--- src/sramSettings.svh ---
`ifndef SRAM_SETTINGS_SVH
`define SRAM_SETTINGS_SVH

// --------------------
// bus widths
// --------------------
`define SRAM_ADDR_WIDTH 24 // wishbone word address
`define SRAM_DATA_WIDTH 32
`define SRAM_SEL_WIDTH 4   // one select per byte lane

// --------------------
// memory
// --------------------
`define SRAM_DEPTH_LOG2 10 // 1024 words implemented
`define SRAM_CORE_COUNT 2
`define SRAM_WAIT_STATES 2 // busy cycles before completion

`endif

--- src/sramPkg.sv ---
`include "sramSettings.svh"

package sramPkg;

	// word address as seen on the wishbone side
	typedef logic [`SRAM_ADDR_WIDTH-1:0] memAddr_t;

	typedef logic [`SRAM_DATA_WIDTH-1:0] memData_t;

	typedef logic [`SRAM_SEL_WIDTH-1:0] byteSel_t; // byte lane enables

	// selects one of the slave ports
	typedef logic [$clog2(`SRAM_CORE_COUNT)-1:0] coreIdx_t;

endpackage

--- src/wbSramInterface.sv ---
`timescale 1ns/1ps

`include "sramSettings.svh"

module wbSramInterface (
	input  logic wb_clk_i,
	input  logic wb_rst_i,

	// wishbone classic slave
	input  logic wbCyc_i,
	input  logic wbStb_i,
	input  logic wbWe_i,
	input  sramPkg::byteSel_t wbSel_i,
	input  sramPkg::memAddr_t wbAdr_i,
	input  sramPkg::memData_t wbDataWrite_i,
	output logic wbAck_o,
	output logic wbStall_o,
	output logic wbErr_o,
	output sramPkg::memData_t wbDataRead_o,

	// local memory request
	output sramPkg::memAddr_t memAddress_o,
	output sramPkg::byteSel_t memByteSelect_o,
	output logic memWriteEnable_o,
	output logic memReadEnable_o,
	output sramPkg::memData_t memDataWrite_o,
	input  sramPkg::memData_t memDataRead_i,
	input  logic memBusy_i
);

	localparam logic [1:0] stateIdle  = 2'h0;
	localparam logic [1:0] stateWrite = 2'h1;
	localparam logic [1:0] stateRead  = 2'h2;

	logic [1:0] state;
	logic stall;
	logic acknowledge;
	logic error;

	sramPkg::memAddr_t currentAddress;
	sramPkg::byteSel_t currentByteSelect;
	sramPkg::memData_t currentDataWrite;
	sramPkg::memData_t readData;

	logic isStateIdle;
	logic isStateWrite;
	logic isStateRead;
	logic accept;
	logic outOfRange;
	logic memDone;

	assign isStateIdle = state == stateIdle;
	assign isStateWrite = state == stateWrite;
	assign isStateRead = state == stateRead;

	// the edge that ends a cycle still shows strobe, so skip it
	assign accept = isStateIdle && wbCyc_i && wbStb_i && !acknowledge && !error;
	assign outOfRange = |wbAdr_i[`SRAM_ADDR_WIDTH-1:`SRAM_DEPTH_LOG2];
	assign memDone = !isStateIdle && !memBusy_i; // request completes this cycle

	// --------------------
	// control FSM
	// --------------------
	always_ff @(posedge wb_clk_i) begin
		if (wb_rst_i) begin
			state <= stateIdle;
			stall <= 1'b0;
			acknowledge <= 1'b0;
			error <= 1'b0;
		end else begin
			acknowledge <= 1'b0; // single cycle pulses
			error <= 1'b0;

			case (state)
				stateIdle: begin
					if (accept) begin
						if (outOfRange) begin
							error <= 1'b1; // no memory access
						end else begin
							stall <= 1'b1;
							state <= wbWe_i ? stateWrite : stateRead;
						end
					end
				end

				stateWrite, stateRead: begin
					if (memDone) begin
						state <= stateIdle;
						stall <= 1'b0;
						acknowledge <= 1'b1;
					end
				end

				default: begin
					state <= stateIdle;
					stall <= 1'b0;
				end
			endcase
		end
	end

	// --------------------
	// request payload
	// --------------------
	always_ff @(posedge wb_clk_i) begin
		if (accept) begin
			currentAddress <= wbAdr_i;
			currentByteSelect <= wbSel_i;
			currentDataWrite <= wbDataWrite_i;
		end

		if (isStateRead && memDone) begin
			readData <= memDataRead_i; // held for the ack cycle
		end
	end

	assign wbAck_o = acknowledge;
	assign wbStall_o = stall;
	assign wbErr_o = error;
	assign wbDataRead_o = readData;

	assign memAddress_o = currentAddress;
	assign memByteSelect_o = currentByteSelect;
	assign memDataWrite_o = currentDataWrite;
	assign memWriteEnable_o = isStateWrite;
	assign memReadEnable_o = isStateRead;

	// the master keeps cycle and strobe up for the whole access
	masterHolds: assert property (
		@(posedge wb_clk_i) disable iff (wb_rst_i)
		stall |-> (wbCyc_i && wbStb_i)
	);

	busyWhileIdle: assert property (
		@(posedge wb_clk_i) disable iff (wb_rst_i)
		isStateIdle |-> memBusy_i
	);

endmodule

--- config.mk ---
export PLATFORM = sky130hd
export DESIGN_NAME = wbSramInterface
export DESIGN_NICKNAME = d
export VERILOG_FILES = /design/src/sramPkg.sv /design/src/wbSramInterface.sv
export VERILOG_INCLUDE_DIRS = /design/src /design/src/src
export SDC_FILE = /design/constraint.sdc
export NUM_CORES = 1
export LEC_CHECK = 0
export BUFFER_PORTS_ARGS = -buffer_cell sky130_fd_sc_hd__buf_2
export CORE_ASPECT_RATIO = 1.2
export CORE_MARGIN = 2
export CORE_UTILIZATION = 30
export DETAILED_ROUTE_END_ITERATION = 12
export GPL_TIMING_DRIVEN = 0
export PLACE_DENSITY_LB_ADDON = 0.3
export SYNTH_ARGS = -nofsm -noshare
export SYNTH_HDL_FRONTEND = slang
export SYNTH_SLANG_ARGS = --single-unit
export TNS_END_PERCENT = 1
--- constraint.sdc ---
create_clock -name wb_clk_i -period 6.1 [get_ports wb_clk_i]
set_input_delay 1.83 -clock wb_clk_i [delete_from_list [all_inputs] [get_ports wb_clk_i]]
set_output_delay 1.83 -clock wb_clk_i [all_outputs]
set_load 0.01 [all_outputs]
==> flow_summary.ini <==
[run_status]
status = finished clean

[setup_path]
cp.arrival_ns = 1.10
reg2reg_depth = 5
cp.required_ns = 4.27
r2r-end = memDataWrite_o[17]
critPathKind = reg -> out
cp_top_family = flip-flops
path_buf_inv = 2
r2r-start = state[0]
critPathMaxFanout = 3
max_stage_delay_ns = 0.36
cp-start-kind = flop
path_cells = inv_1, ha_1, buf_2
end_kind = output pin
r2r_slack_ns = 4.14
slowest_stage = dfxtp_1

[floorplanning]
dieArea_um2 = 11100
die_width_um = 96.4
num_io_pins = 195
coreArea_um2 = 10000
initial_utilization_pct = 30.7
fp.dieH_um = 115
fp-row-count = 40

[sta]
setup_viol = 0
finalWorstSetupSlack_ns = 3.17
holdWs_ns = 0.480
tns_ns = 0
slew_headroom_pct = 74.9
worst_pin_slew_ns = 0.376
rsz0062_at_grt = no
clock-skew-final_ns = 0.00631
final.min_clock_period_ns = 2.93
hold_violations = 0
post-route-period-util_pct = 48.1
finalMaxSlewViolations = 0
clock.fmax_ghz = 0.341

[yosys]
yosys.cell_count.top_type = edfxtp_1
synth_mux_area_share_pct = 0.651
syn-instance-count = 124
synth_area_um2 = 3080
synth_compound_area_share_pct = 0.651
yosysWarnings = 0
syn-num-nets = 225
seq_area_frac_synth_pct = 93.0
ys.flop_type = edfxtp_1
synth_top_area_share_pct = 89.8
synth_top_family_by_area = simple AND/OR/NAND/NOR gates
yosys.area_share.simple_pct = 4.07
ys_ff_latch = 97
synthAdderAreaFrac_pct = 1.22
yosys.area.top_type = edfxtp_1
synth_area_leaders = edfxtp_1 90%, dfxtp_1 3.3%, ha_1 1.2%
synthTopCellsByCount = 92 x edfxtp_1, 5 x dfxtp_1
synthXorXnorAreaFrac_pct = 0
syn_area_per_cell_um2 = 24.8
synth_edf_count = 92
ys_types = 16
async_flop_share_pct = 0

[flow_run]
cap_violations = 0

[routing]
drt_wl_total_mm = 6.54
highest_layer = met4
wl_per_cell_um = 14.1
viasPerCell = 4.17
wl_met1_mm = 2.44
ant_nets = 0
drc = 0
dr.pass1.iters = 4
via_count = 1933
wl_met2_mm = 2.93
wl_met3_mm = 1.08
drt_iter0_drc = 70

[cts]
cts.clk_slew.worst_paths_ns = 0.06
clk_latency_ns = 0.33
cts_hold_buf = 0
cts_tree = built
post_cts_buffers = 0
cts_inserted_buffers = 9
cts_resized = 0
htree_levels = 3
cts_sinks = 97
cts-root-buf = clkbuf_16
clockBufferDepth = 2

[layout]
syn_to_final_growth_pct = 47.5
fin_util_pct = 45.4
diodes = 0
fin_nets = 434
final_cell_area_um2 = 4540
drive_above_1_share_pct = 64.5
fin_cells = 464

[power_and_ir_drop]
power_mw = 1.34
peakVddDrop_v = 0.000123
p_leak_nw = 1.88
power_density_nw_per_um2 = 295

[min_path]
hold_class = reg -> reg
min-delay-start = wbStall_o
hold_end = wbStall_o
worstHoldPathCells = 1

[placed_design]
dp_hpwl_mm = 5.05
place_inst = 448
pre_cts_slack_ns = 2.93
routabilityCongestion = 0.700
placed_area_um2 = 4260
numPortBuffers = 194

[global_route]
grt_pass1_wl_mm = 9.36
grt_pass1_vias = 1950
grt.total_usage_pct = 11.5
grt_max_degree = 47
antenna_found_initial = 0
overflow = 0
layout by cell type (no fill, tap or decap):
cell,n
nor4_2,3
mux2i_1,2
inv_2,1
nand2_1,2
inv_6,1
edfxtp_1,92
nor2_1,3
or3b_1,1
clkbuf_1,2
dfxtp_1,5
clkbuf_16,9
clkinv_2,1
ha_1,3
nand3b_1,1
clkbuf_8,1
nor3b_2,1
nand4_1,2
buf_12,1
nor4b_1,1
buf_2,194
clkinvlp_4,2
buf_6,3
o21a_1,2
a21oi_1,1
inv_1,2
nor3_4,1
nor3b_1,1
area by class of cell:
type	count	area (um2)
fill	929	5470
clock buffer	12	246
tap	126	158
inverter	3	11.3
sequential	97	2860
clock inverter	4	28.8
timing repair buffer	198	1020
multi-input combinational	24	208
worst reg2reg max path, delay by kind of cell, from the launching register on:
family / cells / cell delay (ns)
buf+inv: 3 / 0.75
flops: 1 / 0.33
fa+ha+maj: 1 / 0.28
simple gates: 1 / 0.25
per-layer routing:
layer | track usage (%) | vias up
met4 | 5.63 | 0
met2 | 17.9 | 143
li1 | - | 910
met5 | 0 | -
met3 | 6.49 | 8
met1 | 12.7 | 872
how the worst max path moves through the flow:
stage | from | end | slack [ns] | cells after the start
6_report | state[0] | memReadEnable_o | 3.17 | 3
2_1_floorplan | memBusy_i | wbDataRead_o[0] | 1.42 | 1
3_5_place_dp | wbStb_i | memDataWrite_o[1] | 2.93 | 4
4_1_cts | state[0] | memReadEnable_o | 3.14 | 3
5_1_grt | state[0] | memReadEnable_o | 3.08 | 3
3_3_place_gp | memBusy_i | wbDataRead_o[27] | 0.34 | 2
cells by family (layout without fill, tap and decap cells):
kind of cell / after synthesis / count (layout)
AND/OR/NAND/NOR: 16 / 16
AO/OA/AOI/OAI: 3 / 3
multiplexers: 2 / 2
adder cells (fa/ha/maj): 3 / 3
buffers and inverters: 3 / 217
flip-flops: 97 / 97
sequential cells by signal, summed over array words and instances, names as in the netlist:
name / cells
wbDataRead_o: 32
wbAck_o: 1
wbStall_o: 1
wbErr_o: 1
memDataWrite_o: 32
memByteSelect_o: 4
state: 2
memAddress_o: 24
power breakdown:
group	total (mW)	leakage (nW)	switching (mW)	internal [mW]
sequential	0.753	0.888	0.00392	0.749
clock	0.516	0.129	0.228	0.288
combinational	0.0707	0.859	0.0359	0.0348
total	1.34	1.88	0.267	1.07
Note: power is estimated with default switching activity, not from simulation.
