`src/sramSettings.svh`:
```
`ifndef SRAM_SETTINGS_SVH
`define SRAM_SETTINGS_SVH

// --------------------
// bus widths
// --------------------
`define SRAM_ADDR_WIDTH 24 // wishbone word address
`define SRAM_DATA_WIDTH 32
`define SRAM_SEL_WIDTH 4   // one select per byte lane

// --------------------
// memory
// --------------------
`define SRAM_DEPTH_LOG2 10 // 1024 words implemented
`define SRAM_CORE_COUNT 2
`define SRAM_WAIT_STATES 2 // busy cycles before completion

`endif

```
`src/sramPkg.sv`:
```
`include "sramSettings.svh"

package sramPkg;

	// word address as seen on the wishbone side
	typedef logic [`SRAM_ADDR_WIDTH-1:0] memAddr_t;

	typedef logic [`SRAM_DATA_WIDTH-1:0] memData_t;

	typedef logic [`SRAM_SEL_WIDTH-1:0] byteSel_t; // byte lane enables

	// selects one of the slave ports
	typedef logic [$clog2(`SRAM_CORE_COUNT)-1:0] coreIdx_t;

endpackage

```
`src/localMemoryArbiter.sv`:
```
`timescale 1ns/1ps

`include "sramSettings.svh"

module localMemoryArbiter (
	input  logic wb_clk_i,
	input  logic wb_rst_i,

	// requests from the interfaces
	input  logic [`SRAM_CORE_COUNT-1:0] reqRead_i,
	input  logic [`SRAM_CORE_COUNT-1:0] reqWrite_i,
	input  sramPkg::memAddr_t reqAddress_i [`SRAM_CORE_COUNT],
	input  sramPkg::byteSel_t reqByteSelect_i [`SRAM_CORE_COUNT],
	input  sramPkg::memData_t reqDataWrite_i [`SRAM_CORE_COUNT],
	output logic [`SRAM_CORE_COUNT-1:0] reqBusy_o,
	output sramPkg::memData_t reqDataRead_o [`SRAM_CORE_COUNT],

	// shared memory port
	input  logic memBusy_i,
	input  sramPkg::memData_t memDataRead_i,
	output logic memReadEnable_o,
	output logic memWriteEnable_o,
	output sramPkg::memAddr_t memAddress_o,
	output sramPkg::byteSel_t memByteSelect_o,
	output sramPkg::memData_t memDataWrite_o
);

	logic [`SRAM_CORE_COUNT-1:0] request;
	sramPkg::coreIdx_t owner;
	sramPkg::coreIdx_t other;
	sramPkg::coreIdx_t grant;
	logic ownerRequest; // owner was requesting last cycle
	logic locked;

	assign request = reqRead_i | reqWrite_i;
	assign other = ~owner; // two ports only
	assign locked = ownerRequest && request[owner];

	// --------------------
	// grant
	// --------------------
	always_comb begin
		grant = owner;
		if (!locked && request[other]) begin
			grant = other; // last owner loses a tie
		end
	end

	always_ff @(posedge wb_clk_i) begin
		if (wb_rst_i) begin
			owner <= '0;
			ownerRequest <= 1'b0;
		end else begin
			owner <= grant;
			ownerRequest <= request[grant];
		end
	end

	// --------------------
	// request mux
	// --------------------
	assign memReadEnable_o = reqRead_i[grant];
	assign memWriteEnable_o = reqWrite_i[grant];
	assign memAddress_o = reqAddress_i[grant];
	assign memByteSelect_o = reqByteSelect_i[grant];
	assign memDataWrite_o = reqDataWrite_i[grant];

	always_comb begin
		for (int core = 0; core < `SRAM_CORE_COUNT; core++) begin
			reqBusy_o[core] = (grant == sramPkg::coreIdx_t'(core)) ? memBusy_i : 1'b1;
			reqDataRead_o[core] = memDataRead_i; // shared read bus
		end
	end

	// a started access keeps the memory until it completes
	grantHeld: assert property (
		@(posedge wb_clk_i) disable iff (wb_rst_i)
		(request[grant] && memBusy_i) |=> (grant == $past(grant))
	);

endmodule

```
`config.mk`:
```
export PLATFORM = sky130hd
export DESIGN_NAME = localMemoryArbiter
export DESIGN_NICKNAME = d
export VERILOG_FILES = /design/src/sramPkg.sv /design/src/localMemoryArbiter.sv
export VERILOG_INCLUDE_DIRS = /design/src /design/src/src
export SDC_FILE = /design/constraint.sdc
export NUM_CORES = 1
export LEC_CHECK = 0
export BUFFER_PORTS_ARGS = -buffer_cell sky130_fd_sc_hd__buf_2
export CAP_MARGIN = 20
export CORE_AREA = 2 2 112 114
export DETAILED_ROUTE_END_ITERATION = 8
export DIE_AREA = 0 0 114 116
export GPL_TIMING_DRIVEN = 0
export PLACE_DENSITY = 0.49
export SYNTH_ARGS = -nofsm -noshare
export SYNTH_HDL_FRONTEND = slang
export SYNTH_SLANG_ARGS = --single-unit
export TNS_END_PERCENT = 5
```
`constraint.sdc`:
```
create_clock -name wb_clk_i -period 3.2 [get_ports wb_clk_i]
set_clock_uncertainty 0.2 [all_clocks]
set_input_delay 0.32 -clock wb_clk_i [delete_from_list [all_inputs] [get_ports wb_clk_i]]
set_output_delay 0.32 -clock wb_clk_i [all_outputs]
set_load 0.01 [all_outputs]
```
==> results of run 1 <==
-- synthesized netlist by cell type --
cell	count
mux2_1	58
a31oi_1	1
nand2_1	1
or2_1	1
nand3_2	1
nand2b_1	1
o22ai_2	1
nor2_1	3
buf_4	70
a21oi_1	1
o211ai_2	1
dfxtp_1	2
mux2_2	4
-- per-layer routing --
metal  up-vias  routed length (µm)  GRT usage
met5         -                   0          0
met4         0                  37    0.01870
met3         4                 610    0.01464
met2       141                2977     0.1353
met1       816                1723    0.05324
li1        950                   -          -
-- stage by stage --
| stage | total power [mW] | util | cells |
|---|---|---|---|
| 3_3_place_gp | 0.5320 | 0.2345 | 546 |
| 3_5_place_dp | 0.5354 | 0.2345 | 546 |
| 6_report | 0.7136 | 0.2408 | 549 |
| 2_1_floorplan | 0.3117 | - | 145 |
| 4_1_cts | 0.7269 | 0.2408 | 549 |
| 5_1_grt | 0.7602 | 0.2408 | 549 |
-- worst paths after layout --
path | endpoint | slack, ns | depth (start not counted)
max | memDataWrite_o[8] | 0.86 | 6
min reg2reg | owner | 0.32 | 2
max reg2reg | owner | 2.21 | 3
min | ownerRequest | 0.09 | 2
-- layout make-up --
class                      instances  area, µm²
fill                            1298       9044
timing repair buffer             254       1271
multi-input combinational         73      772.0
buffer                            70      525.5
tap                              147      183.9
clock buffer                       3      75.07
sequential                         2      40.04
-- power breakdown --
part,total (mW),switching (mW),internal (mW)
Sequential,0.0287,0.00147,0.0272
Combinational,0.498,0.218,0.280
Clock,0.187,0.0279,0.159
Total,0.714,0.248,0.466
-- critical path: stages, from the launching register on --
cell	delay [ns]
dfxtp_1	0.35
nor2_1	0.07
o22ai_2	0.12
nand3_2	0.27
buf_4	0.29
mux2_1	0.34
buf_2	0.15
-- sequential cells by signal, indices dropped and copies added, names as in the netlist --
register      cells
owner             1
ownerRequest      1
-- kinds of logic after synthesis --
kind of cell,count (synthesis),share of synthesized area
flops,2,0.02994
mux,62,0.5220
simple gates,7,0.02807
buf+inv,70,0.3929
compound gates,4,0.02712
==> reports/results.txt, run 1 <==
TritonCTS Buffers = 3
share of the synthesized area in the top cell type = 0.4883
Cells after Synth = 145
clock root cell = clkbuf_16
Port Buffer Count = 254
commonest non-fill, non-tap cell in the layout = buf_2
HPWL Detailed = 4.974 mm
I/O pin total = 287
Relative slew margins = 0.8062
synth warn = 0
Pwr Density = 248.8 nW/µm²
largest net degree at the start of global routing = 11
most frequent cells in the layout = buf_2, buf_4, mux2_1
vias in the first global route = 1566
Die Ht = 116 µm
GR Util All Layers = 0.06159
CP required = 2.68 ns
Rows = 40
drt wl/cell = 9.743 µm
syn nets = 304
Core Box Area = 11910 µm²
antenna violations before repair = 0
Worst VDD drop = 87.25 µV
n_diodes = 0
worst min path class = primary input to flip-flop
gpl congestion = 0.6517
HP Start = wb_rst_i
# DRC = 0
first-pass GRT wire length = 6.492 mm
cts hold-fix bufs = 0
actual slew at the worst max-slew pin = 0.2903 ns
Setup crit end kind = primary output
critical path arrival = 1.82 ns
drt first pass iters = 3
Final WS setup = 0.8574 ns
Max Transition Viols Final = 0
drt total wl = 5.349 mm
ratio of cells with drive above 1 in the final layout = 0.8308
drt initial violations = 13
grt ovf = 0
post-route cell area = 2868 µm²
Starting Density = 0.1123
sequential share of the synthesized area = 0.02993
Final nets = 563
period utilization = 0.7320
Area contributors post-synth = mux2_1, buf_4, mux2_2
setup_tns = 0 ns
minimum clock period = 2.343 ns
CP Launch Type = flip-flop
Avg Inst Size Synth = 9.224 µm²
synth-to-layout area growth = 114.4%
CTS tree = done
Synth Cell Area = 1338 µm²
crit path max fanout = 10
Peak Freq = 0.4269 GHz
die width = 114 µm
CTS sink cnt = 2
Final ANT Viol Nets = 0
Crit Path Category = flip-flop to primary output
setup bufs post-CTS = 0
crit path from = owner
Max-Cap Viols = 0
DP Area = 2793 µm²
H-tree depth = 1
total number of vias = 1911
reg2reg start = owner
Place WS = 0.8511 ns
Clock Tree Buf Depth = 2
die area = 13220 µm²
leading area contributor after synthesis = mux2_1
Lkg Pwr = 1.666 nW
worst hold slack = 0.08911 ns
RSZ-0062 raised after global routing = no
status = completed
Worst-path clk slew = 0.03 ns
Hold Vio Cnt, Final = 0
number of synthesized register bits = 2
Final Setup Violations = 0
post_cts resized = 0
Via-to-Cell Ratio = 3.481
clk_lat worst skew = 0.22 ns
Cell variety after synth = 13
No activity file was read; power rests on OpenSTA's default activity.
==> inputs of run 2 (changes only) <==
CORE_AREA = 2 2 111 113   (was 2 2 112 114)
DIE_AREA = 0 0 113 115   (was 0 0 114 116)
PLACE_DENSITY = 0.51   (was 0.49)
clock period = 1.9 ns   (was 3.2 ns; I/O delays follow)
==> run 2 against run 1 <==
- the flow now finishes with violations (DRC, setup timing)
- core utilization up 6.7 points
- highest routed layer unchanged
- count of clock-buffer cells in the layout unchanged
- register-to-register slack worse by 1.6 ns
- final area up 27%
- largest cell class unchanged
- largest power group unchanged
==> reports/results.txt, run 2 (synthesis gave the netlist of run 1 again) <==
# DRC = 20 (+20)
Lkg Pwr = 2.094 nW (+26%)
first-pass GRT wire length = 8.942 mm (+38%)
Clock Tree Buf Depth = 2 (unchanged)
Peak Freq = 0.4805 GHz
antenna violations before repair = 0 (unchanged)
Core Util, Final = 0.3079 (+0.06719)
Die Ht = 115 µm (-0.86%)
Final Setup Violations = 63 (+63)
CP Launch Type = flip-flop
clk_lat worst skew = 0.22 ns (about the same)
drt initial violations = 31 (+18)
grt ovf = 0 (unchanged)
CP top delay family = buffers and inverters
post-route cell area = 3637 µm² (+27%)
Max Transition Viols Final = 0 (unchanged)
Final Non-Filler Cells = 561 (+2.2%)
I/O pin total = 287 (unchanged)
Final ANT Viol Nets = 0 (unchanged)
Port Buffer Count = 254 (unchanged)
failing checks = DRC, setup timing
synth-to-layout area growth = 171.9%
ratio of cells with drive above 1 in the final layout = 0.9686 (+0.1378)
CTS sink cnt = 2 (unchanged)
critical path arrival = 1.69 ns (-0.13 ns)
drt wl/cell = 12.66 µm (+30%)
Place WS = -0.2352 ns (-1.086 ns)
Rows = 40 (unchanged)
most frequent cells in the layout = buf_2, buf_4, buf_6
total number of vias = 2051 (+7.3%)
critical path cell sequence = nor2_4 > o22ai_4 > nand3_4 > buf_12 > buf_8 > mux2_2 > buf_2
Psw = 536.7 µW (+120%)
Setup crit end kind = primary output
H-tree depth = 1 (unchanged)
drt total wl = 7.105 mm (+33%)
sequential share of power = 0.030 (-0.010)
CTS tree = done
setup_tns = -8.212 ns (-8.212 ns)
worst min path class = primary input to flip-flop
Final nets = 575 (+2.1%)
DP Area = 2793 µm² (unchanged)
Crit path buffers/inverters = 3 (+1)
Hold Vio Cnt, Final = 0 (unchanged)
overall power = 1.700 mW (+140%)
HPWL Detailed = 5.479 mm (+10%)
Comb power frac = 0.784 (+0.086)
vias in the first global route = 1920 (+23%)
actual slew at the worst max-slew pin = 0.3411 ns (+0.05083 ns)
Via-to-Cell Ratio = 3.656 (+5.0%)
Pwr Density = 467.3 nW/µm² (+88%)
status = finished with violations
crit path max fanout = 7 (-3)
TritonCTS Buffers = 3 (unchanged)
GR Util All Layers = 0.08526 (+0.02367)
RSZ-0062 raised after global routing = yes
Starting Density = 0.1132 (+0.0009516)
dpl cells = 546 (unchanged)
largest registers = owner: 1 flops, ownerRequest: 1 flops
Worst VDD drop = 494.8 µV (+470%)
commonest non-fill, non-tap cell in the layout = buf_2
minimum clock period = 2.081 ns
period utilization = 1.095
Core Box Area = 11810 µm² (-0.84%)
Slowest-stage cell, CP = dfxtp_4
die area = 13000 µm² (-1.7%)
Pint = 1.163 mW (+150%)
Sw Share = 0.3158 (-0.03120)
worst hold slack = 0.09808 ns (+0.008972 ns)
CP required = 1.51 ns (-1.17 ns)
clock root cell = clkbuf_16
Relative slew margins = 0.7719 (-0.03433)
CP max stage delay = 0.35 ns (about the same)
drt first pass iters = 6 (+3)
Crit Path Category = flip-flop to primary output
n_diodes = 0 (unchanged)
Max-Cap Viols = 0 (unchanged)
clock power share = 0.186 (-0.076)
gpl congestion = 0.7694 (+18%)
Final WS setup = -0.1813 ns (-1.039 ns)
largest net degree at the start of global routing = 11 (unchanged)
Worst-path clk slew = 0.03 ns (about the same)
die width = 113 µm (-0.88%)
[run 2: cell count changes in the layout (fill, tap and decap cells not counted), moves of 2 or more]
cell     delta
buf_6      +51
buf_16      +2
buf_12      +4
dfxtp_1     -2
mux2_1     -51
buf_8       +3
mux2_4     +50
buf_2      -50
nand3_4     +2
nor2_1      -2
[run 2: metal layers]
metal	track usage	share of wire	wire (µm)
met1	0.09166	0.33	2342
met2	0.1780	0.57	4078
met3	0.01002	0.093	662
met4	0.01463	0.0030	21
met5	0	0	0
[run 2: worst paths after layout]
check,depth (start not counted),from,slack [ns],to
setup reg to reg,5,owner,0.63,owner
setup / recovery,7,owner,-0.18,memAddress_o[20]
hold reg to reg,2,ownerRequest,0.42,owner
hold / removal,3,reqWrite_i[1],0.1,ownerRequest
[run 2: tightest hold or removal path, delay by kind of cell]
| family | cells | cell delay, ns |
|---|---|---|
| compound gates | 1 | 0.06 |
| buf+inv | 1 | 0.13 |
| simple gates | 1 | 0.09 |
[run 2: area by class of cell]
| class | instances | area (µm²) |
|---|---|---|
| Fill cell | 1232 | 8174 |
| Multi-Input combinational cell | 74 | 1005 |
| Tap cell | 147 | 183.9 |
| Clock buffer | 3 | 75.07 |
| Sequential cell | 2 | 45.04 |
| Buffer | 70 | 585.6 |
| Timing Repair Buffer | 265 | 1743 |
[run 2: timing repair]
action                                  CTS  global route
endpoints found under the setup margin   64            64
resized for setup                        53            76
hold endpoints to repair                  2             0
hold buffers                              1             0
buffers inserted                          5             2
pin swaps                                 2             2
gates cloned                              3             1
[run 2: power groups by stage]
stage	sequential (mW)	clock [mW]	combinational (mW)
floorplan	0.0485	0	0.476
global placement	0.0487	0	0.858
detailed placement	0.0490	0	0.861
CTS	0.0498	0.320	1.08
global route	0.0517	0.326	1.41
finish	0.0509	0.316	1.33
